--- src/logic/mem_msg_pkg.sv ---
`default_nettype none

package mem_msg_pkg;

   localparam int ADDR_WIDTH = 16;
   localparam int DATA_WIDTH = 32;

   // Byte address and data word
   typedef logic [ADDR_WIDTH-1:0] addr_t;
   typedef logic [DATA_WIDTH-1:0] data_t;

   typedef enum logic {
      MEM_READ  = 1'b0,
      MEM_WRITE = 1'b1
   } mem_op_e;

   typedef struct packed {
      mem_op_e op;
      addr_t   addr;
      data_t   data;
   } mem_cmd_s;

   // Reads return the stored word, writes echo the written data
   typedef struct packed {
      mem_op_e op;
      addr_t   addr;
      data_t   data;
   } mem_resp_s;

endpackage

`default_nettype wire

--- src/logic/system_map_pkg.sv ---
`default_nettype none

package system_map_pkg;

   // Host region, everything below it is memory
   localparam mem_msg_pkg::addr_t IO_BASE           = 16'hF000;
   localparam mem_msg_pkg::addr_t HOST_SCRATCH_ADDR = IO_BASE + 16'd0;
   localparam mem_msg_pkg::addr_t HOST_PUTCHAR_ADDR = IO_BASE + 16'd4;
   localparam mem_msg_pkg::addr_t HOST_FINISH_ADDR  = IO_BASE + 16'd8;

   localparam int MEM_WORDS   = 1024;
   localparam int MEM_LATENCY = 3;
   localparam int MEM_DEPTH   = 4;
   localparam int ROUTE_DEPTH = 4;

   // Wide enough for MEM_DEPTH loader responses in flight
   localparam int BOOT_COUNT_WIDTH = 3;

   // Word index into memory, from address bits 11:2
   typedef logic [$clog2(MEM_WORDS)-1:0] mem_index_t;
   typedef logic [BOOT_COUNT_WIDTH-1:0]  boot_count_t;
   typedef logic [7:0]                   char_t;

endpackage

`default_nettype wire

--- src/logic/mem_owner_select.sv ---
`default_nettype none

module mem_owner_select
(
   input  wire logic                   clk_i,
   input  wire logic                   reset_i,

   input  wire mem_msg_pkg::mem_cmd_s  boot_cmd_i,
   input  wire logic                   boot_cmd_valid_i,
   input  wire logic                   boot_last_i,
   output logic                        boot_cmd_ready_o,
   output mem_msg_pkg::mem_resp_s      boot_resp_o,
   output logic                        boot_resp_valid_o,
   input  wire logic                   boot_resp_ready_i,

   input  wire mem_msg_pkg::mem_cmd_s  proc_cmd_i,
   input  wire logic                   proc_cmd_valid_i,
   output logic                        proc_cmd_ready_o,
   output mem_msg_pkg::mem_resp_s      proc_resp_o,
   output logic                        proc_resp_valid_o,
   input  wire logic                   proc_resp_ready_i,

   output mem_msg_pkg::mem_cmd_s       mem_cmd_o,
   output logic                        mem_cmd_valid_o,
   input  wire logic                   mem_cmd_ready_i,
   input  wire mem_msg_pkg::mem_resp_s mem_resp_i,
   input  wire logic                   mem_resp_valid_i,
   output logic                        mem_resp_ready_o,

   output logic                        boot_done_o
);
   import system_map_pkg::*;

   typedef enum logic [1:0] {
      BOOT,
      DRAIN,
      RUN
   } owner_state_e;

   owner_state_e state;
   boot_count_t  boot_count;
   logic         run;
   logic         boot_cmd_fire;
   logic         boot_resp_fire;

   assign run         = state == RUN;
   assign boot_done_o = run;

   // Loader may only issue while still in BOOT
   assign boot_cmd_ready_o = (state == BOOT) && mem_cmd_ready_i;
   assign proc_cmd_ready_o = run && mem_cmd_ready_i;
   assign mem_cmd_o        = run ? proc_cmd_i : boot_cmd_i;
   assign mem_cmd_valid_o  = run ? proc_cmd_valid_i : (state == BOOT) && boot_cmd_valid_i;

   assign boot_resp_o       = mem_resp_i;
   assign proc_resp_o       = mem_resp_i;
   assign boot_resp_valid_o = !run && mem_resp_valid_i;
   assign proc_resp_valid_o = run && mem_resp_valid_i;
   assign mem_resp_ready_o  = run ? proc_resp_ready_i : boot_resp_ready_i;

   assign boot_cmd_fire  = boot_cmd_valid_i && boot_cmd_ready_o;
   assign boot_resp_fire = boot_resp_valid_o && boot_resp_ready_i;

   always_ff @(posedge clk_i)
   begin
      if (reset_i)
      begin
         state      <= BOOT;
         boot_count <= '0;
      end
      else
      begin
         boot_count <= boot_count + boot_cmd_fire - boot_resp_fire;
         case (state)
            BOOT:
            begin
               if (boot_cmd_fire && boot_last_i)
               begin
                  state <= DRAIN;
               end
            end
            // Wait for the last loader response to be taken
            DRAIN:
            begin
               if (boot_count == '0)
               begin
                  state <= RUN;
               end
            end
            default:
            begin
               state <= RUN;
            end
         endcase
      end
   end

   // Outside RUN every memory response is owed to the loader
   assert property (@(posedge clk_i) disable iff (reset_i)
      (mem_resp_valid_i && !run) |-> (boot_count != '0));

endmodule

`default_nettype wire

--- config.mk ---
export PLATFORM = sky130hd
export DESIGN_NAME = mem_owner_select
export DESIGN_NICKNAME = d
export VERILOG_FILES = /design/src/logic/mem_msg_pkg.sv /design/src/logic/system_map_pkg.sv /design/src/logic/mem_owner_select.sv
export SDC_FILE = /design/constraint.sdc
export NUM_CORES = 1
export LEC_CHECK = 0
export BUFFER_PORTS_ARGS = -buffer_cell sky130_fd_sc_hd__buf_2
export CORE_AREA = 4 4 118 120
export DETAILED_ROUTE_END_ITERATION = 12
export DIE_AREA = 0 0 122 124
export PLACE_DENSITY = 0.57
export SYNTH_ARGS = -nofsm -noshare
export SYNTH_HDL_FRONTEND = slang
export SYNTH_SLANG_ARGS = --single-unit
--- constraint.sdc ---
create_clock -name clk_i -period 2.5 [get_ports clk_i]
set_clock_uncertainty 0.1 [all_clocks]
set_input_delay 0.5 -clock clk_i [delete_from_list [all_inputs] [get_ports clk_i]]
set_output_delay 0.5 -clock clk_i [all_outputs]
set_load 0.02 [all_outputs]
## Word-level counts from Yosys, hierarchy flattened

Index checks and enable logic that the tools add are counted.

- Mux-type cells: 6
- Add/sub/neg operators: 2
- Equality and inequality tests: 4
- Reduce and logical (&&, ||, !) cells: 12

Operator list:

| cell | count |
|---|---|
| $mux 49 | 1 |
| $logic_and 1x1->1 | 8 |
| $mux 2 | 2 |
| $pmux 2 s2 | 1 |
| $add 3x1->3 | 1 |
| $logic_not 3->1 | 1 |
| $sub 3x1->3 | 1 |
| $eq 2x1->1 const B | 1 |
| $eq 2x2->1 const B | 1 |
| $logic_not 2->1 | 1 |
| $mux 1 | 2 |
| $ne 2x1->1 const B | 1 |
| $ne 2x2->1 const B | 1 |
| $reduce_and 2->1 | 1 |
| $logic_not 1->1 | 1 |

- Word-level logic and storage cells: 26
- Register bits: 5

## Logic depth before layout (Yosys ltp)

- Word-level depth: 6
- Gate-level depth with buffers: 11
- Mapped depth without buffers: 9

## Worst setup path before layout

OpenSTA, ideal clock, no wires.

- Path kind: reg-to-reg
- Start point: register state[1]
- End point: register boot_count[2]
- Data required time: 2.290 ns
- Path slack: 0.199 ns
- Period minus slack after synthesis: 2.301 ns
- Stages on the path, launching flop included: 12
- Buffers on the path: 2
- Data arrival time: 2.091 ns
- Cells stage by stage: dfxtp_1 > nor2b_4 > buf_12 > buf_12 > and3b_1 > ha_1 > inv_1 > ha_1 > inv_1 > fa_1 > xnor3_1 > nor2_1

- Longest elaborated chain between the ends: 5

Ends and longest elaborated chain:

| element | line | source |
|---|---|---|
| from (decl) | mem_owner_select.sv:40 | `owner_state_e state;` |
| from (signal assigned) | mem_owner_select.sv:68 | `state <= BOOT;` |
| from (signal assigned) | mem_owner_select.sv:79 | `state <= DRAIN;` |
| from (signal assigned) | mem_owner_select.sv:87 | `state <= RUN;` |
| $eq 2x2->1 | mem_owner_select.sv:46 | `assign run = state == RUN;` |
| named net boot_done_o | mem_owner_select.sv:30 | `output logic boot_done_o` |
| $logic_not 1->1 | mem_owner_select.sv:57 | `assign boot_resp_valid_o = !run && mem_resp_valid_i;` |
| $logic_and 1x1->1 | mem_owner_select.sv:57 |  |
| $logic_and 1x1->1 | mem_owner_select.sv:62 | `assign boot_resp_fire = boot_resp_valid_o && boot_resp_ready_i;` |
| $sub 3x1->3 | mem_owner_select.sv:73 | `boot_count <= boot_count + boot_cmd_fire - boot_resp_fire;` |
| to (signal assigned) | mem_owner_select.sv:73 |  |
| to (decl) | mem_owner_select.sv:41 | `boot_count_t boot_count;` |

The timed path passes the listed nets, and every way through them passes these cells.
A chain may end at the register's enable or synchronous reset.

==> metrics.cfg <==
[placement]
gp_congestion=0.620
post_dp_cell_area_mm2=0.00210
dp_slack_ns=0.221
hpwl_um=4810
dp.cells=420
portBuffers=162

[timing]
maxSlewViolCount=0
hold_ws_ns=0.405
worst_pin_slew_ns=0.290
min_period_over_period_pct=94.5
relSlewSlack_pct=80.7
max_freq_mhz=423
setup_violations=0
setup_slack_ns=0.139
rsz0062_at_grt=false
setup-tns-final_ns=0
final-hold-violation-count=0
fin_crit_ns=2.36

[floorplanning]
die_x_um=122
die-area_mm2=0.0151
io_pins=310
rows=42
core_mm2=0.0130
initial_utilization_pct=14.6
die_h_um=124

[synth]
syn_area_mm2=0.00190
ys_warn_count=0
syn_nets=343
yosys-top-cells-area=buf_4 39%, mux2_4 36%, buf_12 6.3%, dfxtp_1 5.3%, mux2_2 3.0%
synth_seq_cells=5
synth_top_area_share_pct=38.7
post-synth-top-area-cell=buf_4
yosys_most_used_dff=dfxtp_1
ys_types=22
synth_edf_count=0
synth_area_per_cell_um2=10.3
async_flop_share_pct=0
synth-seq-area-share_pct=5.27
synthCells=184

[drt]
route.detailed.drc=0
drt_iter0_markers=9
first_pass_iters=4
dr_total_vias=1376
routedWlPerCell_um=12.6
postRouteAntennaNets=0
via_per_inst=3.25
finalWirelength_um=5320

[critical_path]
crit_slowest_cell=dfxtp_1
crit_family=buffers and inverters
crit_type=reg2out
max_stage_delay_ns=0.42
required_ns=1.90
start_kind=flip-flop
end_kind=primary output
crit_fanout=42
cp_cell_sequence=nor2b_4 -> buf_12 -> mux2_2 -> buf_2
critPathArrivalTime_ns=1.76
path_buf_inv=2

[clocking]
cts_buffer_depth=2
clock_latency_ns=0.23
numCtsBuffers=3
cts_tree=built
htree_num_levels=1
cts_resized=0
cts.clk_slew.worst_paths_ns=0.03
post_cts_buffers=0
cts_sinks=5
root_buffer=clkbuf_16
postCtsHoldBufs=0

[power_and_ir_drop]
ir_drop_v=0.000605
leakagePower_uw=0.00115
powerDensity_mw_per_mm2=400

[cells_and_area]
regArea_um2=100
final_common_cell=buf_2
multi_input_area_um2=930
n_fill_cell=1485
drive_above_1_share_pct=88.7
final_cells=424
final_area_mm2=0.00218
finalNetCount=408
syn_to_final_growth_pct=14.8
antenna_cells=0
final_cell_mix=162 x buf_2, 45 x mux2_4, 5 x mux2_2, 5 x dfxtp_1, 4 x inv_1

[global_routing]
antenna_found_initial=0
gr-total-overflow=0
grt_max_degree=43
grtUsageTotal_pct=5.82
grt_pass1_wl_um=6870
grt_pass1_vias=1277

[flow_run]
cap_violations=0

[worst_hold_path]
hold_class=in2reg

[outcome]
status=finished clean

## worst register-to-register path: stages (launching register included)
cell     delay (ns)
dfxtp_1        0.42
nor2b_4        0.25
and3b_1        0.22
ha_1           0.29
inv_1          0.06
ha_1           0.13
inv_1          0.05
fa_1           0.37
xnor3_1        0.21
nor2_1         0.04
## state kept, by name, summed over array words and instances, names as in the netlist
signal,cells
state,2
boot_count,3
## layout make-up
cell class | instances | area share (%)
Tap cell | 176 | 10.1
Inverter | 4 | 0.688
Timing Repair Buffer | 164 | 38.4
Sequential cell | 5 | 4.59
Clock buffer | 4 | 3.61
Multi-Input combinational cell | 71 | 42.6
## worst paths after layout
path	startpoint	end	slack (ns)	cells past startpoint
setup / recovery	state[1]	mem_cmd_o[48]	0.14	4
hold / removal	reset_i	boot_count[1]	0.40	2
setup reg to reg	state[1]	boot_count[2]	0.25	9
hold reg to reg	state[1]	state[1]	0.45	2
## cells by family after synthesis
kind of cell	synth area share [%]
buffers and inverters	45.8
muxes	39.0
and+or+nand+nor	5.60
DFF	5.27
adders and majority gates	2.37
AOI/OAI and AO/OA	0.724
xor gates and xnor gates	1.18
## cells in the mapped netlist (2+ instances only)
| library cell | instances |
|---|---|
| ha_1 | 2 |
| inv_1 | 4 |
| mux2_4 | 45 |
| buf_12 | 6 |
| nor2b_1 | 2 |
| mux2_2 | 5 |
| nor2_1 | 3 |
| dfxtp_1 | 5 |
| and2_1 | 2 |
| buf_4 | 98 |
## per-layer routing
layer  global-route usage, %  vias up  share of wire [%]
met5                       0        -                  0
met4                    1.40        0               0.64
met3                    3.22        4                 19
met2                    9.22      159                 44
met1                    6.87      574                 36
li1                        -      639                  -
## where the power goes
group          leakage, uW  internal [uW]  total, uW  switching [uW]
logic              0.00107            266        498             232
clock network    0.0000382            211        260            49.2
registers        0.0000411           97.1        114            17.1
total              0.00115            574        872             298
## stage by stage
step	power [uW]	utilization [%]
after floorplan	685	-
after global placement	610	16.2
after detailed placement	620	16.2
after CTS	888	16.8
after global routing	930	16.8
final	872	16.8
Note: power is estimated with default switching activity, not from simulation.
