File: src/logic/mem_msg_pkg.sv
`default_nettype none

package mem_msg_pkg;

   localparam int ADDR_WIDTH = 16;
   localparam int DATA_WIDTH = 32;

   // Byte address and data word
   typedef logic [ADDR_WIDTH-1:0] addr_t;
   typedef logic [DATA_WIDTH-1:0] data_t;

   typedef enum logic {
      MEM_READ  = 1'b0,
      MEM_WRITE = 1'b1
   } mem_op_e;

   typedef struct packed {
      mem_op_e op;
      addr_t   addr;
      data_t   data;
   } mem_cmd_s;

   // Reads return the stored word, writes echo the written data
   typedef struct packed {
      mem_op_e op;
      addr_t   addr;
      data_t   data;
   } mem_resp_s;

endpackage

`default_nettype wire

File: src/logic/system_map_pkg.sv
`default_nettype none

package system_map_pkg;

   // Host region, everything below it is memory
   localparam mem_msg_pkg::addr_t IO_BASE           = 16'hF000;
   localparam mem_msg_pkg::addr_t HOST_SCRATCH_ADDR = IO_BASE + 16'd0;
   localparam mem_msg_pkg::addr_t HOST_PUTCHAR_ADDR = IO_BASE + 16'd4;
   localparam mem_msg_pkg::addr_t HOST_FINISH_ADDR  = IO_BASE + 16'd8;

   localparam int MEM_WORDS   = 1024;
   localparam int MEM_LATENCY = 3;
   localparam int MEM_DEPTH   = 4;
   localparam int ROUTE_DEPTH = 4;

   // Wide enough for MEM_DEPTH loader responses in flight
   localparam int BOOT_COUNT_WIDTH = 3;

   // Word index into memory, from address bits 11:2
   typedef logic [$clog2(MEM_WORDS)-1:0] mem_index_t;
   typedef logic [BOOT_COUNT_WIDTH-1:0]  boot_count_t;
   typedef logic [7:0]                   char_t;

endpackage

`default_nettype wire

File: src/logic/addr_router.sv
`default_nettype none

module addr_router
(
   input  wire logic                   clk_i,
   input  wire logic                   reset_i,

   input  wire mem_msg_pkg::mem_cmd_s  cmd_i,
   input  wire logic                   cmd_valid_i,
   output logic                        cmd_ready_o,
   output mem_msg_pkg::mem_resp_s      resp_o,
   output logic                        resp_valid_o,
   input  wire logic                   resp_ready_i,

   output mem_msg_pkg::mem_cmd_s       mem_cmd_o,
   output logic                        mem_cmd_valid_o,
   input  wire logic                   mem_cmd_ready_i,
   input  wire mem_msg_pkg::mem_resp_s mem_resp_i,
   input  wire logic                   mem_resp_valid_i,
   output logic                        mem_resp_ready_o,

   output mem_msg_pkg::mem_cmd_s       host_cmd_o,
   output logic                        host_cmd_valid_o,
   input  wire logic                   host_cmd_ready_i,
   input  wire mem_msg_pkg::mem_resp_s host_resp_i,
   input  wire logic                   host_resp_valid_i,
   output logic                        host_resp_ready_o
);
   import system_map_pkg::*;

   localparam int PTR_WIDTH = $clog2(ROUTE_DEPTH);
   localparam int CNT_WIDTH = $clog2(ROUTE_DEPTH + 1);

   // One bit per request in flight, set for host
   logic [ROUTE_DEPTH-1:0] order_q;
   logic [PTR_WIDTH-1:0]   order_rd;
   logic [PTR_WIDTH-1:0]   order_wr;
   logic [CNT_WIDTH-1:0]   order_count;
   logic                   order_full;
   logic                   order_empty;
   logic                   head_host;

   logic                   to_host;
   logic                   cmd_fire;
   logic                   resp_fire;

   assign to_host     = cmd_i.addr >= IO_BASE;
   assign order_full  = order_count == ROUTE_DEPTH;
   assign order_empty = order_count == '0;
   assign head_host   = order_q[order_rd];

   assign mem_cmd_o        = cmd_i;
   assign host_cmd_o       = cmd_i;
   assign mem_cmd_valid_o  = cmd_valid_i && !to_host && !order_full;
   assign host_cmd_valid_o = cmd_valid_i && to_host && !order_full;
   assign cmd_ready_o      = !order_full && (to_host ? host_cmd_ready_i : mem_cmd_ready_i);
   assign cmd_fire         = cmd_valid_i && cmd_ready_o;

   // Only the target at the head of the queue may answer
   assign resp_o            = head_host ? host_resp_i : mem_resp_i;
   assign resp_valid_o      = !order_empty && (head_host ? host_resp_valid_i : mem_resp_valid_i);
   assign mem_resp_ready_o  = !order_empty && !head_host && resp_ready_i;
   assign host_resp_ready_o = !order_empty && head_host && resp_ready_i;
   assign resp_fire         = resp_valid_o && resp_ready_i;

   always_ff @(posedge clk_i)
   begin
      if (cmd_fire)
      begin
         order_q[order_wr] <= to_host;
      end
   end

   always_ff @(posedge clk_i)
   begin
      if (reset_i)
      begin
         order_rd    <= '0;
         order_wr    <= '0;
         order_count <= '0;
      end
      else
      begin
         if (cmd_fire)
         begin
            order_wr <= order_wr + 1'b1;
         end
         if (resp_fire)
         begin
            order_rd <= order_rd + 1'b1;
         end
         order_count <= order_count + cmd_fire - resp_fire;
      end
   end

   assert property (@(posedge clk_i) disable iff (reset_i) order_count <= ROUTE_DEPTH);

   // A target never answers a request that was not routed to it
   assert property (@(posedge clk_i) disable iff (reset_i)
      (mem_resp_valid_i || host_resp_valid_i) |-> !order_empty);

endmodule

`default_nettype wire

File: config.mk
export PLATFORM = sky130hd
export DESIGN_NAME = addr_router
export DESIGN_NICKNAME = d
export VERILOG_FILES = /design/src/logic/mem_msg_pkg.sv /design/src/logic/system_map_pkg.sv /design/src/logic/addr_router.sv
export SDC_FILE = /design/constraint.sdc
export NUM_CORES = 1
export LEC_CHECK = 0
export BUFFER_PORTS_ARGS = -buffer_cell sky130_fd_sc_hd__buf_2
export CAP_MARGIN = 0
export CORE_AREA = 4 4 118 120
export DETAILED_ROUTE_END_ITERATION = 10
export DIE_AREA = 0 0 122 124
export PLACE_DENSITY_LB_ADDON = 0.25
export SETUP_SLACK_MARGIN = 0.05
export SLEW_MARGIN = 10
export SYNTH_ARGS = -nofsm -noshare
export SYNTH_HDL_FRONTEND = slang
export SYNTH_SLANG_ARGS = --single-unit
File: constraint.sdc
create_clock -name clk_i -period 3.8 [get_ports clk_i]
set_input_delay 0 -clock clk_i [delete_from_list [all_inputs] [get_ports clk_i]]
set_output_delay 0 -clock clk_i [all_outputs]
set_load 0.1 [all_outputs]
Word level (Yosys, flattened, before mapping)
Cells that the tools add are included.
{ "totals": {"ff_bits": 11, "inputBits": 155, "elab_cells": 39} }
{ "classes": {"add_sub_neg": 4, "order_cmp": 4, "eq_ne": 1, "muxes": 8, "reduce_logical": 18} }
{ "op_table": {"columns": ["cell", "count"], "rows": [
  ["two-way mux 49 bit", 1],
  ["greater-or-equal comparator 16 bit, second input constant", 1],
  ["logical AND 1 bit", 13],
  ["less-than comparator 2 x 3 -> 1 bit, second input constant", 2],
  ["adder 2 x 1 -> 2 bit, second input constant", 2],
  ["bitwise mux 4 bit", 1],
  ["logical NOT 1 bit", 4],
  ["two-way mux 1 bit", 4],
  ["adder 3 x 1 -> 3 bit", 1],
  ["== test 3 bit, second input constant", 1],
  ["logical NOT 3 bit", 1],
  ["subtractor 3 x 1 -> 3 bit", 1],
  ["binary-select mux 1 bit (select 2 bit)", 1],
  ["demux 1 bit (select 2 bit)", 1],
  ["greater-or-equal comparator 2 x 1 -> 1 bit, second input constant", 1]
]} }

Longest topological paths before layout
Gate-level depths: netlist (run 1).
{ "logic_depth": {"depth_word": 6, "mapped_depth": 13} }

Worst setup path before layout (run 1)
No wires, ideal clock.
{ "synth_path": {"path_type": "reg2out", "startpoint": "register order_rd[0]", "endpoint": "output port resp_valid_o", "arrival_ps": 2653, "setup_slack_ps": 1147, "stages_incl_launch_ff": 5, "path_cell_list": "dfxtp_1 > mux4_2 > buf_6 > mux2i_4 > a21oi_1"} }
{ "synth_via": {"elab_chain_len": 4} }
{ "synth_rtl": {"columns": ["element", "line", "text"], "rows": [
  ["from (decl)", "addr_router.sv:36", "logic [PTR_WIDTH-1:0] order_rd;"],
  ["from (signal assigned)", "addr_router.sv:90", "order_rd <= order_rd + 1'b1;"],
  ["binary-select mux 1 bit (select 2 bit)", "addr_router.sv:50", "assign head_host = order_q[order_rd];"],
  ["two-way mux 1 bit (implied by the code)", "addr_router.sv:50", null],
  ["two-way mux 1 bit", "addr_router.sv:61", "assign resp_valid_o = !order_empty && (head_host ? host_resp_valid_i : mem_resp_valid_i);"],
  ["logical AND 1 bit", "addr_router.sv:61", null],
  ["to (decl)", "addr_router.sv:12", "output logic resp_valid_o,"]
]} }
Every way passes these cells. The select of a mux whose other input is x is not followed.

Worst setup path after layout (run 1)
{ "layout_path": {"startpoint": "register order_rd[0]", "endpoint": "register order_count[2]"} }
{ "layout_via": {"elab_chain_len": 6} }
{ "layout_rtl": {"columns": ["element", "line", "text"], "rows": [
  ["binary-select mux 1 bit (select 2 bit)", "addr_router.sv:50", null],
  ["two-way mux 1 bit (implied by the code)", "addr_router.sv:50", null],
  ["two-way mux 1 bit", "addr_router.sv:61", null],
  ["logical AND 1 bit", "addr_router.sv:61", null],
  ["logical AND 1 bit", "addr_router.sv:64", "assign resp_fire = resp_valid_o && resp_ready_i;"],
  ["net resp_fire", "addr_router.sv:45", "logic resp_fire;"],
  ["subtractor 3 x 1 -> 3 bit", "addr_router.sv:92", "order_count <= order_count + cmd_fire - resp_fire;"],
  ["to (signal assigned)", "addr_router.sv:92", null],
  ["to (decl)", "addr_router.sv:38", "logic [CNT_WIDTH-1:0] order_count;"]
]} }
The timed path passes the listed nets, and every way through them passes these cells. The select of a mux whose other input is x is not followed.
A chain may end at the register's enable or synchronous reset.

==> impl_metrics.toml, run 1 <==
[placed_design]
gp_congestion = 0.769
numPortBuffers = 172
placed_cell_area_sq_um = 2290
hpwlAfterDp_mm = 5.56

[route]
drt_wl_total_mm = 6.36
ant_nets = 0
drt_iter0_drc = 13
vias = 1640
dr.pass1.iters = 4
wl_per_cell_um = 13.7
drc = 0
vias_per_cell = 3.53

[synth]
synthArstFlopShare_pct = 0
synthCells = 218
yosys_warnings = 0
seq_area_frac_synth_pct = 13.2
syn_avg_cell_area_sq_um = 9.07
synth_enable_flop_cells = 4
syn_nets = 380
netlist_area_sq_um = 1980
ys_ff_latch = 11
synth.distinct_cells = 25
ys.flop_type = "dfxtp_1"

[layout]
fillerInstances = 1472
post-route-cell-area_sq_um = 2370
num_antenna_cells = 0
final_layout_size_suffix_gt1_share_pct = 79.6
nNetsFinal = 452
syn_to_final_growth_pct = 19.7

[clocking]
clockBufferDepth = 2
cts_tree = "done"
cts_made_buffers = 3
cts-htree-levels = 1
root_buffer = "clkbuf_16"
ctsResizeCount = 0
hold_buffers = 0
clock_sinks = 11
post_cts_buffers = 0
clk_latency_ns = 0.24
clk_pin_slew_ns = 0.04

[timing]
max-slew-margin-rel_pct = 55.9
clock_skew_ns = 0.00281
tns_ns = 0
setup_viol_count_final = 0
fin_crit_ns = 2.64
fin_hold_ws_ns = 0.0000460
drv_slew = 0
fmax_mhz = 379
fin_crit_sh_pct = 69.5
worstMarginPinSlew_ns = 0.655
rsz0062_at_grt = "no"
hold_violations = 0

[critical_path]
path_max_fanout = 4
critical_path.startpoint_type = "register"
cp_cell_sequence = "mux4_2 > mux2i_4 > nor2_1 > ha_1 > inv_1 > ha_1 > inv_1 > fa_1 > xnor2_1 > xnor2_1 > nor2_1"
critPathRequiredTime_ns = 3.92
critPathBufInv = 2
arrival_ns = 2.77
end_kind = "register"
critical-path-top-delay-family = "multiplexers"
crit_path_start = "order_rd[0]"
cp_slowest_cell = "mux4_2"
cp_slowest_stage_delay_ns = 0.57
worstSetupPathType = "register to register"
rr_startpoint = "order_rd[0]"

[die]
row_count = 42
core_area_sq_um = 13000
io_pins = 308
die_x_um = 122
floorplan.initialDensity_pct = 15.2
dieHeight_um = 124
die_area_sq_um = 15100

[run_status]
status = "complete, no violations"

[global_route]
grt_max_degree = 52
grt-ovfl-total = 0
first_global_vias = 1533
antenna_found_initial = 0
grtUsageTotal_pct = 6.94
grt_pass1_wl_mm = 8.03

[job]
cap_violations = 0

[power_and_ir_drop]
power_mw = 1.52
irDropWorstVdd_uv = 336
powerDensity_nw_per_um2 = 643
power.static_leakage_nw = 1.18

[hold_path]
min_from = "cmd_i[28]"
hp-class = "primary input to output port"
[sequential cells by signal (all words and copies together) (netlist names)]
signal / count
order_q: 4
order_count: 3
order_rd: 2
order_wr: 2
[worst register-to-register path: cells and delay by family, from the launching register on]
kind	cells	cell delay, ns
AND/OR/NAND/NOR	2	0.21
adder cells (fa/ha/maj)	3	0.75
XOR/XNOR	2	0.32
multiplexers	2	0.80
flip-flops	1	0.36
buffers and inverters	2	0.11
[cells by family (layout without fill, tap and decap cells)]
logic type | Yosys count | in the layout | share of synthesized area, %
buffers and inverters | 113 | 184 | 40.8
AND/OR/NAND/NOR | 20 | 20 | 5.25
flip-flops | 11 | 11 | 13.2
multiplexers | 54 | 54 | 31.8
XOR/XNOR | 2 | 2 | 0.886
AO/OA/AOI/OAI | 11 | 11 | 3.29
adder cells (fa/ha/maj) | 7 | 7 | 4.81
[synth_stat cells, types with 3 or more instances]
master	instances	share of area, %
nor2_1	9	1.7
o31ai_1	3	1.1
and3_1	4	1.3
dfxtp_1	7	7.1
a21oi_1	5	1.3
mux2_2	51	29
ha_1	6	3.8
edfxtp_1	4	6.1
buf_4	98	37
buf_2	5	1.3
inv_1	7	1.3
[per-stage QoR]
step | worst slack (ns) | utilization, % | std cells
final | 1.16 | 18.2 | 465
after global routing | 0.998 | 18.2 | 465
after CTS | 1.14 | 18.2 | 465
after detailed placement | 1.16 | 17.6 | 461
after global placement | 1.18 | 17.6 | 461
after floorplan | 1.15 | - | 218
[power by group]
part / switching (mW) / internal [mW]
clock network: 0.0521 / 0.139
registers: 0.0191 / 0.140
logic: 0.921 / 0.250
[cells in the final DEF, fill, tap and decap left out]
cell type	netlist	layout
buf_2	5	172
mux2_2	51	51
nor2_1	9	9
inv_1	7	7
dfxtp_1	7	7
ha_1	6	6
a21oi_1	5	5
and3_1	4	4
edfxtp_1	4	4
o31ai_1	3	3
clkbuf_16	0	3
nor2b_1	2	2
o21ai_0	2	2
nand3_1	2	2
xnor2_1	2	2
mux4_2	1	1
mux2i_4	1	1
a21boi_0	1	1
and4_1	1	1
mux2i_1	1	1
and2_1	1	1
or4_1	1	1
fa_1	1	1
clkinv_2	0	1
buf_4	98	1
[path summary, 6_finish.rpt]
path	end	slack [ns]	cells past startpoint
setup / recovery	order_count[2]	1.16	11
hold / removal	mem_cmd_o[28]	0.00005	0
setup reg to reg	order_count[2]	1.16	11
hold reg to reg	order_rd[1]	0.49	2
[layer usage]
| layer | part of all wire [%] | wire length [um] | global-route usage, % | vias up |
|---|---|---|---|---|
| met2 | 45 | 2850 | 10.2 | 144 |
| met3 | 17 | 1100 | 5.22 | 15 |
| met1 | 36 | 2300 | 7.87 | 710 |
| met5 | 0 | 0 | 0 | - |
| met4 | 1.7 | 109 | 2.03 | 0 |
| li1 | - | - | - | 771 |
[layout make-up]
class                           instances  area [sq um]  area share [%]
Inverter                                7          26.3            1.11
Clock buffer                            3          75.1            3.17
Clock inverter                          1          5.00           0.212
Timing Repair Buffer                  173           868            36.7
Multi-Input combinational cell         94           911            38.5
Sequential cell                        11           260            11.0
Tap cell                              176           220            9.31
No activity file was read; power rests on OpenSTA's default activity.
==> inputs of run 2 (changes only) <==
ABC_AREA = 1   (was unset)
CORE_AREA = 4 4 119 121   (was 4 4 118 120)
DIE_AREA = 0 0 123 125   (was 0 0 122 124)
clock period = 2.2 ns   (was 3.8 ns; I/O delays follow)
==> impl_metrics.toml, run 2 <==
[clocking]
clock_sinks = 11
clk_pin_slew_ns = 0.04
clk_latency_ns = 0.23
cts-htree-levels = 1
post_cts_buffers = 0
root_buffer = "clkbuf_16"
cts_made_buffers = 3
cts_tree = "done"
clockBufferDepth = 2

[synth]
seq_area_frac_synth_pct = 12.7
ys.flop_type = "dfxtp_1"
yosys_warnings = 0
synth_top_area_share_pct = 36.0
yosys-top-cells-area = "buf_4 (36%), mux2_1 (26%), dfxtp_1 (6.9%), edfxtp_1 (5.9%), inv_1 (4.0%)"
yosysMostFrequentCell = "buf_4"
netlist_area_sq_um = 2040
synth_commonest_cells = "buf_4 (98), mux2_1 (48), inv_1 (22)"
syn_nets = 405
syn_avg_cell_area_sq_um = 8.41
synth.distinct_cells = 22
synth_enable_flop_cells = 4
synthCells = 243
yosysTopAreaCell = "buf_4"
synthArstFlopShare_pct = 0
ys_ff_latch = 11

[die]
core_area_sq_um = 13100
dieHeight_um = 125
die_x_um = 123
die_area_sq_um = 15400
row_count = 42
io_pins = 308
floorplan.initialDensity_pct = 15.6

[timing]
tns_ns = 0
hold_violations = 0
worstMarginPinSlew_ns = 0.515
fmax_mhz = 491
setup_viol_count_final = 0
fin_crit_ns = 2.04
max-slew-margin-rel_pct = 65.9
fin_crit_sh_pct = 92.7
clock_skew_ns = 0.00186
drv_slew = 0
worst_slack_ns = 0.162
rsz0062_at_grt = "yes"

[route]
drt_iter0_drc = 33
vias = 1747
vias_per_cell = 3.52
drt_wl_total_mm = 6.91
ant_nets = 0
dr.pass1.iters = 4
wl_per_cell_um = 13.9
drc = 0

[power_and_ir_drop]
power_mw = 3.57
powerDensity_nw_per_um2 = 1390
power.static_leakage_nw = 1.31
irDropWorstVdd_uv = 505

[global_route]
first_global_vias = 1811
antenna_found_initial = 1
grtUsageTotal_pct = 7.93
grt-ovfl-total = 0
grt_max_degree = 53
grt_pass1_wl_mm = 9.72

[layout]
final_layout_size_suffix_gt1_share_pct = 61.7
finalNonFillerCells = 497
num_antenna_cells = 0
syn_to_final_growth_pct = 25.8
reg_top3 = "order_q (4), order_count (3)"
top_register = "order_q"
fillerInstances = 1464
largest_reg_flops = 4
post-route-cell-area_sq_um = 2570
final_common_cell = "buf_2"
layout_common_cells = "buf_2 (167), mux2_1 (48), inv_1 (19)"
nNetsFinal = 484

[critical_path]
path_max_fanout = 6
critPathRequiredTime_ns = 2.33
reg2reg_slack_ns = 0.16
arrival_ns = 2.17
end_kind = "register"
worst-r2r-cell-count = 13
critical_path.startpoint_type = "register"
worstSetupPathType = "register to register"

[placed_design]
gp_congestion = 0.731
dp_cells = 492
placed_cell_area_sq_um = 2440
hpwlAfterDp_mm = 6.18
pre_cts_ws_ns = 0.0404
numPortBuffers = 172

[hold_path]
hp-class = "primary input to output port"
hold_depth = 0

[run_status]
status = "complete, no violations"

[job]
cap_violations = 0
run 2: report_power, final:
part,internal [mW],leakage [nW],switching [mW]
logic,0.644,1.18,2.30
clock network,0.242,0.0382,0.0799
registers,0.257,0.0956,0.0449
total,1.14,1.31,2.42
run 2: worst max-delay path, cell delays in order (launching register included):
cell and delay, ns:
dfxtp_4 0.37, inv_2 0.05, nand2_2 0.08, nand3_4 0.08, nand2_4 0.08, nand2_1 0.04, nand4_1 0.08, inv_1 0.08
ha_1 0.26, inv_1 0.05, ha_1 0.15, inv_2 0.04, fa_2 0.52, nor2_1 0.04
run 2: metrics by stage:
stage / hold WS, ns / utilization [%]
floorplan: 0.0667 / -
global placement: 0.000994 / 18.7
detailed placement: 0.000994 / 18.7
CTS: 0.000994 / 19.4
global route: 0.000214 / 19.7
finish: 0.0000565 / 19.7
run 2: kinds of logic after synthesis:
group / Yosys count / share of synthesized area [%]
adders and majority gates: 7 / 4.65
DFF: 11 / 12.7
AOI/OAI and AO/OA: 7 / 1.71
buffers and inverters: 125 / 42.8
muxes: 49 / 27.0
and+or+nand+nor: 42 / 10.2
xor gates and xnor gates: 2 / 0.857
run 2: routing by layer:
layer	wire, um	global-route usage [%]	up-vias
li1	-	-	838
met1	2300	8.19	749
met2	3380	14.0	140
met3	1110	4.34	18
met4	100	1.82	2
met5	13	0	-
run 2: final timing paths:
kind,start,endpoint
max reg2reg,order_rd[0],order_count[1]
min,cmd_i[13],host_cmd_o[13]
max,order_rd[0],order_count[1]
min reg2reg,order_rd[1],order_rd[1]
run 2: timing repair:
item                                    4_1_cts  5_1_grt
endpoints found under the hold margin         3        0
pin swaps                                     0        3
hold buffers                                  1        0
endpoints found under the setup margin       50       15
gates resized for setup                       2       13
run 2: layout make-up:
type / instances / area (sq um) / area share [%]
Timing Repair Buffer: 177 / 980 / 38.1
Tap cell: 176 / 220 / 8.56
Multi-Input combinational cell: 107 / 945 / 36.7
Clock buffer: 4 / 78.8 / 3.07
Inverter: 22 / 82.6 / 3.21
Sequential cell: 11 / 265 / 10.3
