## src/logic/mem_msg_pkg.sv

```systemverilog
`default_nettype none

package mem_msg_pkg;

   localparam int ADDR_WIDTH = 16;
   localparam int DATA_WIDTH = 32;

   // Byte address and data word
   typedef logic [ADDR_WIDTH-1:0] addr_t;
   typedef logic [DATA_WIDTH-1:0] data_t;

   typedef enum logic {
      MEM_READ  = 1'b0,
      MEM_WRITE = 1'b1
   } mem_op_e;

   typedef struct packed {
      mem_op_e op;
      addr_t   addr;
      data_t   data;
   } mem_cmd_s;

   // Reads return the stored word, writes echo the written data
   typedef struct packed {
      mem_op_e op;
      addr_t   addr;
      data_t   data;
   } mem_resp_s;

endpackage

`default_nettype wire

```

## src/logic/system_map_pkg.sv

```systemverilog
`default_nettype none

package system_map_pkg;

   // Host region, everything below it is memory
   localparam mem_msg_pkg::addr_t IO_BASE           = 16'hF000;
   localparam mem_msg_pkg::addr_t HOST_SCRATCH_ADDR = IO_BASE + 16'd0;
   localparam mem_msg_pkg::addr_t HOST_PUTCHAR_ADDR = IO_BASE + 16'd4;
   localparam mem_msg_pkg::addr_t HOST_FINISH_ADDR  = IO_BASE + 16'd8;

   localparam int MEM_WORDS   = 1024;
   localparam int MEM_LATENCY = 3;
   localparam int MEM_DEPTH   = 4;
   localparam int ROUTE_DEPTH = 4;

   // Wide enough for MEM_DEPTH loader responses in flight
   localparam int BOOT_COUNT_WIDTH = 3;

   // Word index into memory, from address bits 11:2
   typedef logic [$clog2(MEM_WORDS)-1:0] mem_index_t;
   typedef logic [BOOT_COUNT_WIDTH-1:0]  boot_count_t;
   typedef logic [7:0]                   char_t;

endpackage

`default_nettype wire

```

## src/logic/host_mmio.sv

```systemverilog
`default_nettype none

module host_mmio
(
   input  wire logic                  clk_i,
   input  wire logic                  reset_i,

   input  wire mem_msg_pkg::mem_cmd_s cmd_i,
   input  wire logic                  cmd_valid_i,
   output logic                       cmd_ready_o,
   output mem_msg_pkg::mem_resp_s     resp_o,
   output logic                       resp_valid_o,
   input  wire logic                  resp_ready_i,

   output system_map_pkg::char_t      char_o,
   output logic                       char_valid_o,
   output logic                       finish_o,
   output mem_msg_pkg::data_t         finish_code_o
);
   import mem_msg_pkg::*;
   import system_map_pkg::*;

   data_t scratch;
   data_t rd_data;
   logic  cmd_fire;
   logic  is_write;

   // Single response buffer, so no new command until it drains
   assign cmd_ready_o = !resp_valid_o;
   assign cmd_fire    = cmd_valid_i && cmd_ready_o;
   assign is_write    = cmd_i.op == MEM_WRITE;
   assign rd_data     = (cmd_i.addr == HOST_SCRATCH_ADDR) ? scratch : '0;

   always_ff @(posedge clk_i)
   begin
      if (cmd_fire)
      begin
         resp_o <= '{op: cmd_i.op, addr: cmd_i.addr, data: is_write ? cmd_i.data : rd_data};
         if (is_write && cmd_i.addr == HOST_SCRATCH_ADDR)
         begin
            scratch <= cmd_i.data;
         end
         if (is_write && cmd_i.addr == HOST_PUTCHAR_ADDR)
         begin
            char_o <= cmd_i.data[7:0];
         end
      end
   end

   always_ff @(posedge clk_i)
   begin
      if (reset_i)
      begin
         resp_valid_o  <= 1'b0;
         char_valid_o  <= 1'b0;
         finish_o      <= 1'b0;
         finish_code_o <= '0;
      end
      else
      begin
         if (cmd_fire)
         begin
            resp_valid_o <= 1'b1;
         end
         else if (resp_ready_i)
         begin
            resp_valid_o <= 1'b0;
         end
         char_valid_o <= cmd_fire && is_write && cmd_i.addr == HOST_PUTCHAR_ADDR;
         // Finish is sticky
         if (cmd_fire && is_write && cmd_i.addr == HOST_FINISH_ADDR)
         begin
            finish_o      <= 1'b1;
            finish_code_o <= cmd_i.data;
         end
      end
   end

endmodule

`default_nettype wire

```

## config.mk

```make
export PLATFORM = sky130hd
export DESIGN_NAME = host_mmio
export DESIGN_NICKNAME = d
export VERILOG_FILES = /design/src/logic/mem_msg_pkg.sv /design/src/logic/system_map_pkg.sv /design/src/logic/host_mmio.sv
export SDC_FILE = /design/constraint.sdc
export NUM_CORES = 1
export LEC_CHECK = 0
export BUFFER_PORTS_ARGS = -buffer_cell sky130_fd_sc_hd__buf_2
export CAP_MARGIN = 20
export CELL_PAD_IN_SITES_DETAIL_PLACEMENT = 1
export CELL_PAD_IN_SITES_GLOBAL_PLACEMENT = 1
export CORE_UTILIZATION = 40
export DETAILED_ROUTE_END_ITERATION = 10
export GPL_TIMING_DRIVEN = 0
export PLACE_DENSITY = 0.77
export SLEW_MARGIN = 25
export SYNTH_ARGS = -nofsm -noshare
export SYNTH_HDL_FRONTEND = slang
export SYNTH_SLANG_ARGS = --single-unit
```

## constraint.sdc

```tcl
create_clock -name clk_i -period 7.65 [get_ports clk_i]
set_clock_uncertainty 0.15 [all_clocks]
set_input_delay 0.765 -clock clk_i [delete_from_list [all_inputs] [get_ports clk_i]]
set_output_delay 0.765 -clock clk_i [all_outputs]
set_load 0.02 [all_outputs]
```

### After elaboration in Yosys (flattened, before gate mapping)

Index checks and enable logic that the tools add are counted.

| word-level totals | value |
|---|---|
| register bits after elaboration | 124 |
| word-level logic and storage cells | 26 |

| cells by class | value |
|---|---|
| equality and inequality tests | 3 |
| muxes and demuxes | 4 |
| reductions and logical operators | 10 |

Operators with widths:

| cell | count |
|---|---|
| 2-to-1 mux 32 bit | 2 |
| equality test 16 bit (second input constant) | 3 |
| logical AND 1 bit | 6 |
| AND reduction 2 bit | 2 |
| 2-to-1 mux 1 bit | 2 |
| nonzero test 2 bit | 1 |
| logical NOT 1 bit | 1 |

### Logic depth before layout (Yosys ltp)

Gate-level depths: netlist of run 1.

| logic depth | value |
|---|---|
| word-level depth | 4 |
| mapped depth | 6 |
| depth with buffers taken out | 4 |

### Worst setup path after synthesis of run 1

No wires, ideal clock.

| timing path | value |
|---|---|
| path kind | input to register |
| start | input port cmd_i[41] in the netlist's numbering |
| end | register scratch[0], enable pin |
| setup time | 0.502 ns |
| arrival | 5.193 ns |
| data required time | 6.998 ns |
| slack | 1.806 ns |
| cell stages on the path | 5 |
| buffers on the path | 2 |
| cells stage by stage | or4_1 or4_1 buf_2 clkbuf_1 nor4_1 |

| on the way | value |
|---|---|
| cells in the longest elaborated chain, start to end | 3 |

Ends and longest elaborated chain:

| what | RTL line | text |
|---|---|---|
| start: declaration | host_mmio.sv:8 | `input wire mem_msg_pkg::mem_cmd_s cmd_i,` |
| equality test 16 bit | host_mmio.sv:39 | `if (is_write && cmd_i.addr == HOST_SCRATCH_ADDR)` |
| logical AND 1 bit | host_mmio.sv:39 |  |
| AND reduction 2 bit (no source line) | n/a |  |
| end signal: assignment | host_mmio.sv:41 | `scratch <= cmd_i.data;` |
| end: declaration | host_mmio.sv:23 | `data_t scratch;` |

No other way between the ends.
A chain may end at the register's enable or synchronous reset.

### Final worst setup path of run 1

| timing path | value |
|---|---|
| start | input port cmd_i[41] in the netlist's numbering |
| end | register scratch[29], enable pin |

The elaborated chain is that of the path after synthesis.

==> results of run 1 <==
-- metal layers --
| metal | wire length [um] | up-vias | global-route usage, % |
|---|---|---|---|
| li1 | - | 1507 | - |
| met1 | 5100 | 1636 | 27.4 |
| met2 | 6280 | 124 | 38.1 |
| met3 | 603 | 14 | 5.47 |
| met4 | 182 | 0 | 6.95 |
| met5 | 0 | - | 0 |
-- per-stage QoR --
stage	util [%]	instances	hold WS [ps]	area (sq um)	TNS [ps]
global route	56.7	616	279	5930	0
finish	56.7	616	300	5930	0
CTS	56.7	616	279	5930	0
global placement	50.5	577	298	5280	-2360
detailed placement	51.3	584	313	5370	0
floorplan	-	297	359	4390	0
-- sequential cells by signal, indices dropped and copies added, names as in the netlist --
| register | cells |
|---|---|
| char_o | 8 |
| resp_o | 49 |
| scratch | 32 |
| finish_code_o | 32 |
| finish_o | 1 |
| resp_valid_o | 1 |
| char_valid_o | 1 |
-- final cells by class --
| class | count | area (sq um) |
|---|---|---|
| Inverter | 2 | 7.51 |
| Clock inverter | 15 | 153 |
| Fill cell | 1106 | 4530 |
| Sequential cell | 124 | 3370 |
| Clock buffer | 17 | 414 |
| Tap cell | 136 | 170 |
| Timing Repair Buffer | 151 | 773 |
| Buffer | 24 | 114 |
| Multi-Input combinational cell | 147 | 930 |
-- cell usage in the layout, fill, tap and decap left out, types with 2 or more instances in the layout --
cell type,netlist,final
buf_2,1,150
edfxtp_1,89,89
dfxtp_1,35,35
a21oi_1,33,33
a22o_1,32,32
nand3_1,32,32
o21ai_0,32,32
clkbuf_1,20,20
clkbuf_16,0,16
inv_6,0,7
buf_6,3,3
nor4_2,0,3
clkinv_4,0,3
or4_1,2,2
inv_1,2,2
nor2_1,2,2
inv_8,0,2
-- final timing paths --
kind                                         from           endpoint  slack [ps]  cells past startpoint
worst min-delay path                    cmd_i[42]         resp_o[42]         300                      1
worst max-delay path                    cmd_i[41]        scratch[29]        3900                      9
worst min register to register  finish_code_o[11]  finish_code_o[11]         330                      2
worst max register to register       resp_valid_o        scratch[29]        5150                      5
-- power by group through the flow --
stage / logic (mW) / registers [mW] / clock network [mW]
floorplan: 0.0213 / 0.782 / 0
global placement: 0.0866 / 0.760 / 0
detailed placement: 0.0929 / 0.759 / 0
CTS: 0.0937 / 0.745 / 0.771
global route: 0.0986 / 0.746 / 0.798
finish: 0.0929 / 0.745 / 0.757
-- critical path: cells and delay by family --
kind / cells / cell delay, ps
simple gates: 3 / 1720
buf+inv: 6 / 1320
-- cells by family (layout without fill, tap and decap cells) --
group / Yosys count / after routing
AOI/OAI and AO/OA: 98 / 98
buffers and inverters: 26 / 209
DFF: 124 / 124
and+or+nand+nor: 49 / 49
==> impl_metrics.json, run 1 <==
{
  "swShare_pct": 23.9,
  "worstPathCellList": "buf_2 -> or4_1 -> or4_1 -> buf_2 -> clkbuf_1 -> nor4_2 -> buf_4 -> buf_2 -> buf_2",
  "p_int_mw": 1.21,
  "grt_first_pass_wirelength_um": 18900,
  "switchingPower_uw": 380,
  "rsz0062_at_grt": "false",
  "clock_path_buffers": 2,
  "crit_required_ps": 7710,
  "crit_top_cell": "buf_2",
  "setup_ws_ps": 3900,
  "avgSynthCellArea_sq_um": 14.8,
  "syn_area_sq_um": 4390,
  "leakagePower_nw": 2.32,
  "grt_pass1_vias": 3408,
  "p_seq_share_pct": 46.7,
  "finalHoldViolCount": 0,
  "synth_top_family_by_area": "compound AO/OA/AOI/OAI gates",
  "antenna_found_initial": 0,
  "syn-num-nets": 350,
  "drive_gt1_share_pct": 40.4,
  "drv_slew": 0,
  "dp_hpwl_um": 8810,
  "synth_fa_ha_area_share_pct": 0,
  "pre_cts_ws_ps": 3350,
  "power_frac_comb_pct": 5.8,
  "min_path_type": "primary input to flip-flop",
  "dieArea_sq_um": 11400,
  "io_buffers": 144,
  "first_pass_iters": 4,
  "power_density_nw_per_um2": 269,
  "core_region_area_sq_um": 10500,
  "drt_iter0_markers": 131,
  "num_vias": 3281,
  "setup_violations": 0,
  "yosys.area.top_type_share_pct": 60.9,
  "cts_tree": "built",
  "rows": 37,
  "synthMuxAreaShare_pct": 0,
  "grt_start_max_net_pins": 29,
  "post_drt_wl_per_cell_um": 19.8,
  "synth_edf_count": 89,
  "yosysTopAreaCell": "edfxtp_1",
  "cts-hold-fix-buffers": 0,
  "synth_common_cells": "edfxtp_1, dfxtp_1, a21oi_1",
  "root_buffer": "clkbuf_8",
  "post_cts_buffers": 0,
  "antenna_cells": 0,
  "synth.distinct_cells": 22,
  "drt_wl_total_um": 12200,
  "end_kind": "flip-flop",
  "grt_overflow_total": 0,
  "grt.total_usage_pct": 22.2,
  "arrival_ps": 3810,
  "clock_power_share_pct": 47.5,
  "drcViolationCount": 0,
  "htreeDepth": 4,
  "num_io_pins": 146,
  "die_x_um": 107,
  "vdd_drop_max_uv": 180,
  "yosys.area_share.simple_pct": 6.47,
  "slowest_delay_ps": 730,
  "synth_compound_area_share_pct": 14.0,
  "synthTopCellsByArea": "edfxtp_1, dfxtp_1, a22o_1",
  "max-cap-violations": 0,
  "outcome": "finished, final reports clean",
  "final_nets": 520,
  "seq_area_frac_synth_pct": 76.8,
  "cts_resized": 0,
  "synthXorXnorAreaFrac_pct": 0,
  "viasPerCell": 5.33,
  "synth-seq-cells": 124,
  "total_power_mw": 1.59,
  "fin_crit_sh_pct": 49.0,
  "area_growth_pct": 35.1,
  "clk-insertion-delay-late_ps": 500,
  "async_flop_share_pct": 0,
  "die_y_um": 107,
  "syn_inst": 297,
  "start_util_pct": 42.0,
  "yosys.cell_count.top_type": "edfxtp_1",
  "numCtsBuffers": 17,
  "ant_nets": 0,
  "cp_slowest_cell": "nor4_2",
  "worstMarginPinSlew_ps": 812,
  "ys_warn_count": 0,
  "clkTransAtPathRegs_ps": 60,
  "synth_flop_cell": "edfxtp_1",
  "critical_path_class": "primary input to flip-flop",
  "relSlewSlack_pct": 45.4,
  "max_freq_mhz": 267,
  "fin_crit_ps": 3750,
  "clock-sinks": 124,
  "worstPathMaxFanout": 10,
  "gp_congestion": 0.768,
  "cp-start-kind": "primary input"
}
No activity file was read; power rests on OpenSTA's default activity.
==> run 2, diff against run 1 <==
Settings changed: CORE_UTILIZATION 40 to 36, PLACE_DENSITY 0.77 to 0.73.
Clock period 7.65 ns to 3.2 ns, I/O delays scaled along.
==> impl_metrics.json, run 2 (synthesis gave the netlist of run 1 again) <==
{
  "setup_violations": 0,
  "worstPathMaxFanout": 10,
  "relSlewSlack_pct": 49.2,
  "first_pass_iters": 5,
  "start_util_pct": 37.7,
  "leakagePower_nw": 2.56,
  "final_common_cell": "buf_2",
  "grt_pass1_vias": 3621,
  "antenna_found_initial": 0,
  "crit_top_cell": "buf_6",
  "max_freq_mhz": 331,
  "antenna_cells": 0,
  "core_region_area_sq_um": 11700,
  "clk-insertion-delay-late_ps": 420,
  "p_seq_share_pct": 44.4,
  "grt_first_pass_wirelength_um": 19500,
  "cp_slowest_cell": "or4_4",
  "power_density_nw_per_um2": 615,
  "die_x_um": 112,
  "largest_reg_flops": 49,
  "root_buffer": "clkbuf_16",
  "fin_crit_sh_pct": 94.3,
  "rsz0062_at_grt": "false",
  "drcViolationCount": 0,
  "finalHoldViolCount": 0,
  "min-delay-start": "cmd_valid_i",
  "crit_required_ps": 3170,
  "grt_overflow_total": 0,
  "worstPathCellList": "dlygate4sd3_1 -> buf_2 -> or4_4 -> or4_4 -> buf_6 -> clkbuf_8 -> nor4_4 -> buf_6 -> buf_6",
  "dieArea_sq_um": 12600,
  "cts_resized": 0,
  "die_y_um": 112,
  "io_buffers": 144,
  "arrival_ps": 2990,
  "slowest_delay_ps": 540,
  "clkTransAtPathRegs_ps": 60,
  "drive_gt1_share_pct": 37.0,
  "rows": 39,
  "post_drt_wl_per_cell_um": 18.7,
  "hold_depth": 3,
  "grt.total_usage_pct": 20.8,
  "p_int_mw": 3.14,
  "clock_path_buffers": 2,
  "ant_nets": 0,
  "switchingPower_uw": 874,
  "viasPerCell": 5.09,
  "power_frac_comb_pct": 6.7,
  "worstMarginPinSlew_ps": 755,
  "r2r_start": "resp_valid_o",
  "drt_wl_total_um": 12600,
  "area_growth_pct": 48.6,
  "min_path_type": "primary input to flip-flop",
  "rr_endpoint": "finish_code_o[27]",
  "num_io_pins": 146,
  "grt_start_max_net_pins": 29,
  "vdd_drop_max_uv": 273,
  "final_cell_mix": "buf_2, edfxtp_1, dlygate4sd3_1",
  "clock_power_share_pct": 48.9,
  "cts_tree": "built",
  "dp_hpwl_um": 8130,
  "drt_iter0_markers": 169,
  "critical_path_class": "primary input to flip-flop",
  "fillCellCount": 1213,
  "total_power_mw": 4.01,
  "clock-sinks": 124,
  "gp_congestion": 0.736,
  "top_regs": "resp_o: 49 flops, finish_code_o: 32 flops, scratch: 32 flops",
  "final_util_pct": 56.0,
  "r2r_setup_slack_ps": 680,
  "fin_crit_ps": 3020,
  "cp-start-kind": "primary input",
  "drv_slew": 0,
  "swShare_pct": 21.8,
  "numCtsBuffers": 17,
  "end_kind": "flip-flop",
  "num_vias": 3407,
  "top_register": "resp_o",
  "htreeDepth": 4,
  "min_to": "resp_valid_o",
  "max-cap-violations": 0,
  "reg2regPathDepth": 5,
  "final_nets": 567,
  "outcome": "finished, final reports clean"
}
run 2: through the flow:
stage / setup slack, ps / hold WS, ps / TNS, ps / area, sq um / std cells
CTS: 71.3 / 26.0 / 0 / 6530 / 670
detailed placement: 203 / 318 / 0 / 5410 / 589
finish: 182 / 35.0 / 0 / 6530 / 670
floorplan: -82.5 / 269 / -2640 / 4430 / 297
global placement: -780 / 302 / -26740 / 5330 / 584
global route: 47.0 / 71.4 / 0 / 6530 / 670
run 2: power by group through the flow:
stage / registers, mW / clock network, mW / logic [mW]
after floorplan: 1.87 / 0 / 0.0522
after global placement: 1.81 / 0 / 0.207
after detailed placement: 1.81 / 0 / 0.220
after CTS: 1.78 / 1.99 / 0.268
after global routing: 1.79 / 2.05 / 0.286
final: 1.78 / 1.96 / 0.269
run 2: worst max path at each step:
stage | from | end | slack [ps] | cells after the start
global placement | cmd_i[41] | scratch[12] | -780 | 6
floorplan | cmd_i[41] | scratch[0] | -80 | 5
global route | cmd_i[37] | finish_code_o[16] | 50 | 7
finish | cmd_i[41] | scratch[19] | 180 | 9
CTS | cmd_i[41] | scratch[19] | 70 | 9
detailed placement | cmd_i[41] | scratch[12] | 200 | 8
run 2: cell type report:
class / count / area (sq um) / share of cell area [%]
clock buffers: 21 / 526 / 8.05
repair buffers: 198 / 1270 / 19.4
well taps: 143 / 179 / 2.74
flip-flops and latches: 124 / 3370 / 51.7
inverters: 2 / 7.51 / 0.115
multi-input cells: 147 / 946 / 14.5
clock inverters: 11 / 98.8 / 1.51
plain buffers: 24 / 130 / 1.99
run 2: per-layer routing:
layer	GRT usage, %	part of all wire (%)	up-vias
met3	5.02	4.3	18
li1	-	-	1599
met5	0	0	-
met4	9.51	1.8	0
met1	22.8	40	1686
met2	38.1	54	104
run 2: worst max-delay path: cells and delay by family:
kind,cells,cell delay [ps]
and+or+nand+nor,3,1250
buffers and inverters,6,1390
run 2: timing repair:
action	CTS	global route
hold buffers	49	0
endpoints found under the hold margin	57	0
setup endpoints to repair	0	10
buffers inserted	0	0
==> run 3, diff against run 2 <==
Settings changed: ABC_AREA set to 1, CORE_MARGIN set to 3, CORE_UTILIZATION 36 to 35, RECOVER_POWER set to 50.
==> impl_metrics.json, run 3 <==
{
  "grt_pass1_vias": 4409,
  "rows": 42,
  "arrival_ps": 2440,
  "root_buffer": "clkbuf_16",
  "max-cap-violations": 0,
  "p_seq_share_pct": 42.1,
  "drive_gt1_share_pct": 10.8,
  "fin_tns_setup_ps": 0,
  "synth_edf_count": 89,
  "final_common_cell": "clkbuf_1",
  "avgSynthCellArea_sq_um": 10.3,
  "worstPathCellList": "dlygate4sd3_1 -> clkbuf_1 -> nor2_1 -> nand2_1 -> nor2_4 -> buf_2 -> nand2_1 -> nor2_1",
  "grt_start_max_net_pins": 32,
  "post_drt_wl_per_cell_um": 16.6,
  "drt_wl_total_um": 14600,
  "yosysTopAreaCell": "edfxtp_1",
  "core_region_area_sq_um": 13500,
  "r2r_start": "resp_valid_o",
  "top_register": "resp_o",
  "fillCellCount": 1572,
  "yosys.area.top_type_share_pct": 54.5,
  "top_regs": "resp_o: 49 flops, finish_code_o: 32 flops, scratch: 32 flops",
  "fin_crit_sh_pct": 79.9,
  "rsz0062_at_grt": "false",
  "max_freq_mhz": 391,
  "start_util_pct": 36.4,
  "clock_path_buffers": 2,
  "die_y_um": 124,
  "seq_area_frac_synth_pct": 68.8,
  "ys_warn_count": 0,
  "syn_area_sq_um": 4900,
  "gp_congestion": 0.789,
  "clock-sinks": 124,
  "num_vias": 4052,
  "io_buffers": 145,
  "synth_flop_cell": "edfxtp_1",
  "path_buf_inv": 3,
  "worstPathMaxFanout": 10,
  "htreeDepth": 4,
  "area_growth_pct": 41.1,
  "grt.total_usage_pct": 19.1,
  "swShare_pct": 21.5,
  "viasPerCell": 4.61,
  "synth_common_cells": "inv_1, nand2_1, edfxtp_1, nor2_1, dfxtp_1",
  "fin_crit_ps": 2560,
  "syn-num-nets": 527,
  "drt_iter0_markers": 196,
  "relSlewSlack_pct": 36.7,
  "dieArea_sq_um": 15500,
  "min-delay-start": "resp_ready_i",
  "leakagePower_nw": 2.79,
  "first_pass_iters": 4,
  "switchingPower_uw": 911,
  "post_cts_buffers": 0,
  "clkTransAtPathRegs_ps": 50,
  "cp-start-kind": "primary input",
  "startpoint": "cmd_i[37]",
  "critical_path_class": "primary input to flip-flop",
  "final_nets": 743,
  "synth-seq-cells": 124,
  "drcViolationCount": 0,
  "antenna_cells": 0,
  "ff_latch_area_sq_um": 3370,
  "drv_slew": 0,
  "slowest_delay_ps": 610,
  "p_int_mw": 3.33,
  "grt_first_pass_wirelength_um": 23500,
  "critPathTopFamily": "simple AND/OR/NAND/NOR gates",
  "finalHoldViolCount": 0,
  "final_util_pct": 51.4,
  "worstMarginPinSlew_ps": 948,
  "final_cell_mix": "clkbuf_1, inv_1, nand2_1",
  "grt_overflow_total": 0,
  "die_x_um": 124,
  "synthTopCellsByArea": "edfxtp_1, dfxtp_1, inv_1",
  "clock_power_share_pct": 51.1,
  "numCtsBuffers": 17,
  "power_density_nw_per_um2": 614,
  "dp_hpwl_um": 9800,
  "async_flop_share_pct": 0,
  "end_kind": "flip-flop",
  "largest_reg_flops": 49,
  "place_area_sq_um": 5900,
  "outcome": "finished, final reports clean",
  "synth.distinct_cells": 20,
  "antenna_found_initial": 0,
  "num_io_pins": 146,
  "vdd_drop_max_uv": 294,
  "crit_required_ps": 3080,
  "syn_inst": 474,
  "cp_slowest_cell": "nor2_1",
  "cts_tree": "built",
  "multi_input_area_sq_um": 1020,
  "clk-insertion-delay-late_ps": 410,
  "power_frac_comb_pct": 6.8,
  "ant_nets": 0,
  "min_path_type": "primary input to flip-flop",
  "final_area_sq_um": 6920,
  "setup_violations": 0
}
## run 3: cell count changes in the layout (fill, tap and decap cells not counted), moves of 30 or more
| cell | delta |
|---|---|
| nor2_1 | +36 |
| inv_1 | +104 |
| nand4_1 | +31 |
| o21ai_0 | -32 |
| a21oi_1 | -32 |
| a22o_1 | -32 |
| buf_2 | -109 |
| clkbuf_1 | +111 |
| o22ai_1 | +32 |
| nand2_1 | +104 |
| nand3_1 | -30 |
## run 3: worst paths after layout
kind | depth (start not counted) | end | slack, ps
setup / recovery | 8 | char_o[6] | 640
hold / removal | 3 | resp_valid_o | 90
setup reg to reg | 6 | char_o[6] | 860
hold reg to reg | 2 | finish_o | 330
## run 3: power groups by stage
stage	registers [mW]	logic, mW	clock network [mW]
floorplan	1.87	0.0787	0
global placement	1.82	0.241	0
CTS	1.78	0.305	2.22
detailed placement	1.82	0.254	0
finish	1.79	0.289	2.17
global route	1.79	0.316	2.29
## run 3: kinds of logic after synthesis
family | after synthesis | synth area share [%]
simple gates | 185 | 16.5
flops | 124 | 68.8
buf+inv | 131 | 10.4
compound gates | 34 | 4.34
## run 3: per-layer routing
metal	GRT usage, %	wire length, um	vias to the layer above
met5	0	0	-
met4	5.93	172	0
met3	5.10	683	17
met2	34.7	7750	125
met1	21.9	5960	1942
li1	-	-	1968
## run 3: metrics by stage
| step | hold WS, ps | std cells | power [mW] | setup WS (ps) |
|---|---|---|---|---|
| after global placement | 283 | 795 | 2.06 | 207 |
| after global routing | 75.3 | 879 | 4.39 | 495 |
| final | 90.7 | 879 | 4.25 | 644 |
| after CTS | 64.3 | 879 | 4.30 | 624 |
| after detailed placement | 298 | 797 | 2.07 | 756 |
| after floorplan | 239 | 474 | 1.95 | 772 |
## run 3: worst register-to-register path, stage by stage (launching register included)
cell and delay [ps]:
dfxtp_1 310, inv_1 120, nand3_1 130, nor2_4 260, buf_2 280, nand2_1 100
nor2_1 610
## run 3: cell type report
class | count | area share, %
flip-flops and latches | 124 | 48.8
multi-input cells | 219 | 14.8
well taps | 176 | 3.18
plain buffers | 24 | 1.54
inverters | 107 | 5.81
clock buffers | 17 | 6.15
repair buffers | 197 | 16.2
clock inverters | 15 | 3.55
## run 3: timing repair
item                                   4_1_cts  5_1_grt
gates resized for setup                      0        0
endpoints found under the hold margin       59        0
hold buffers                                50        0
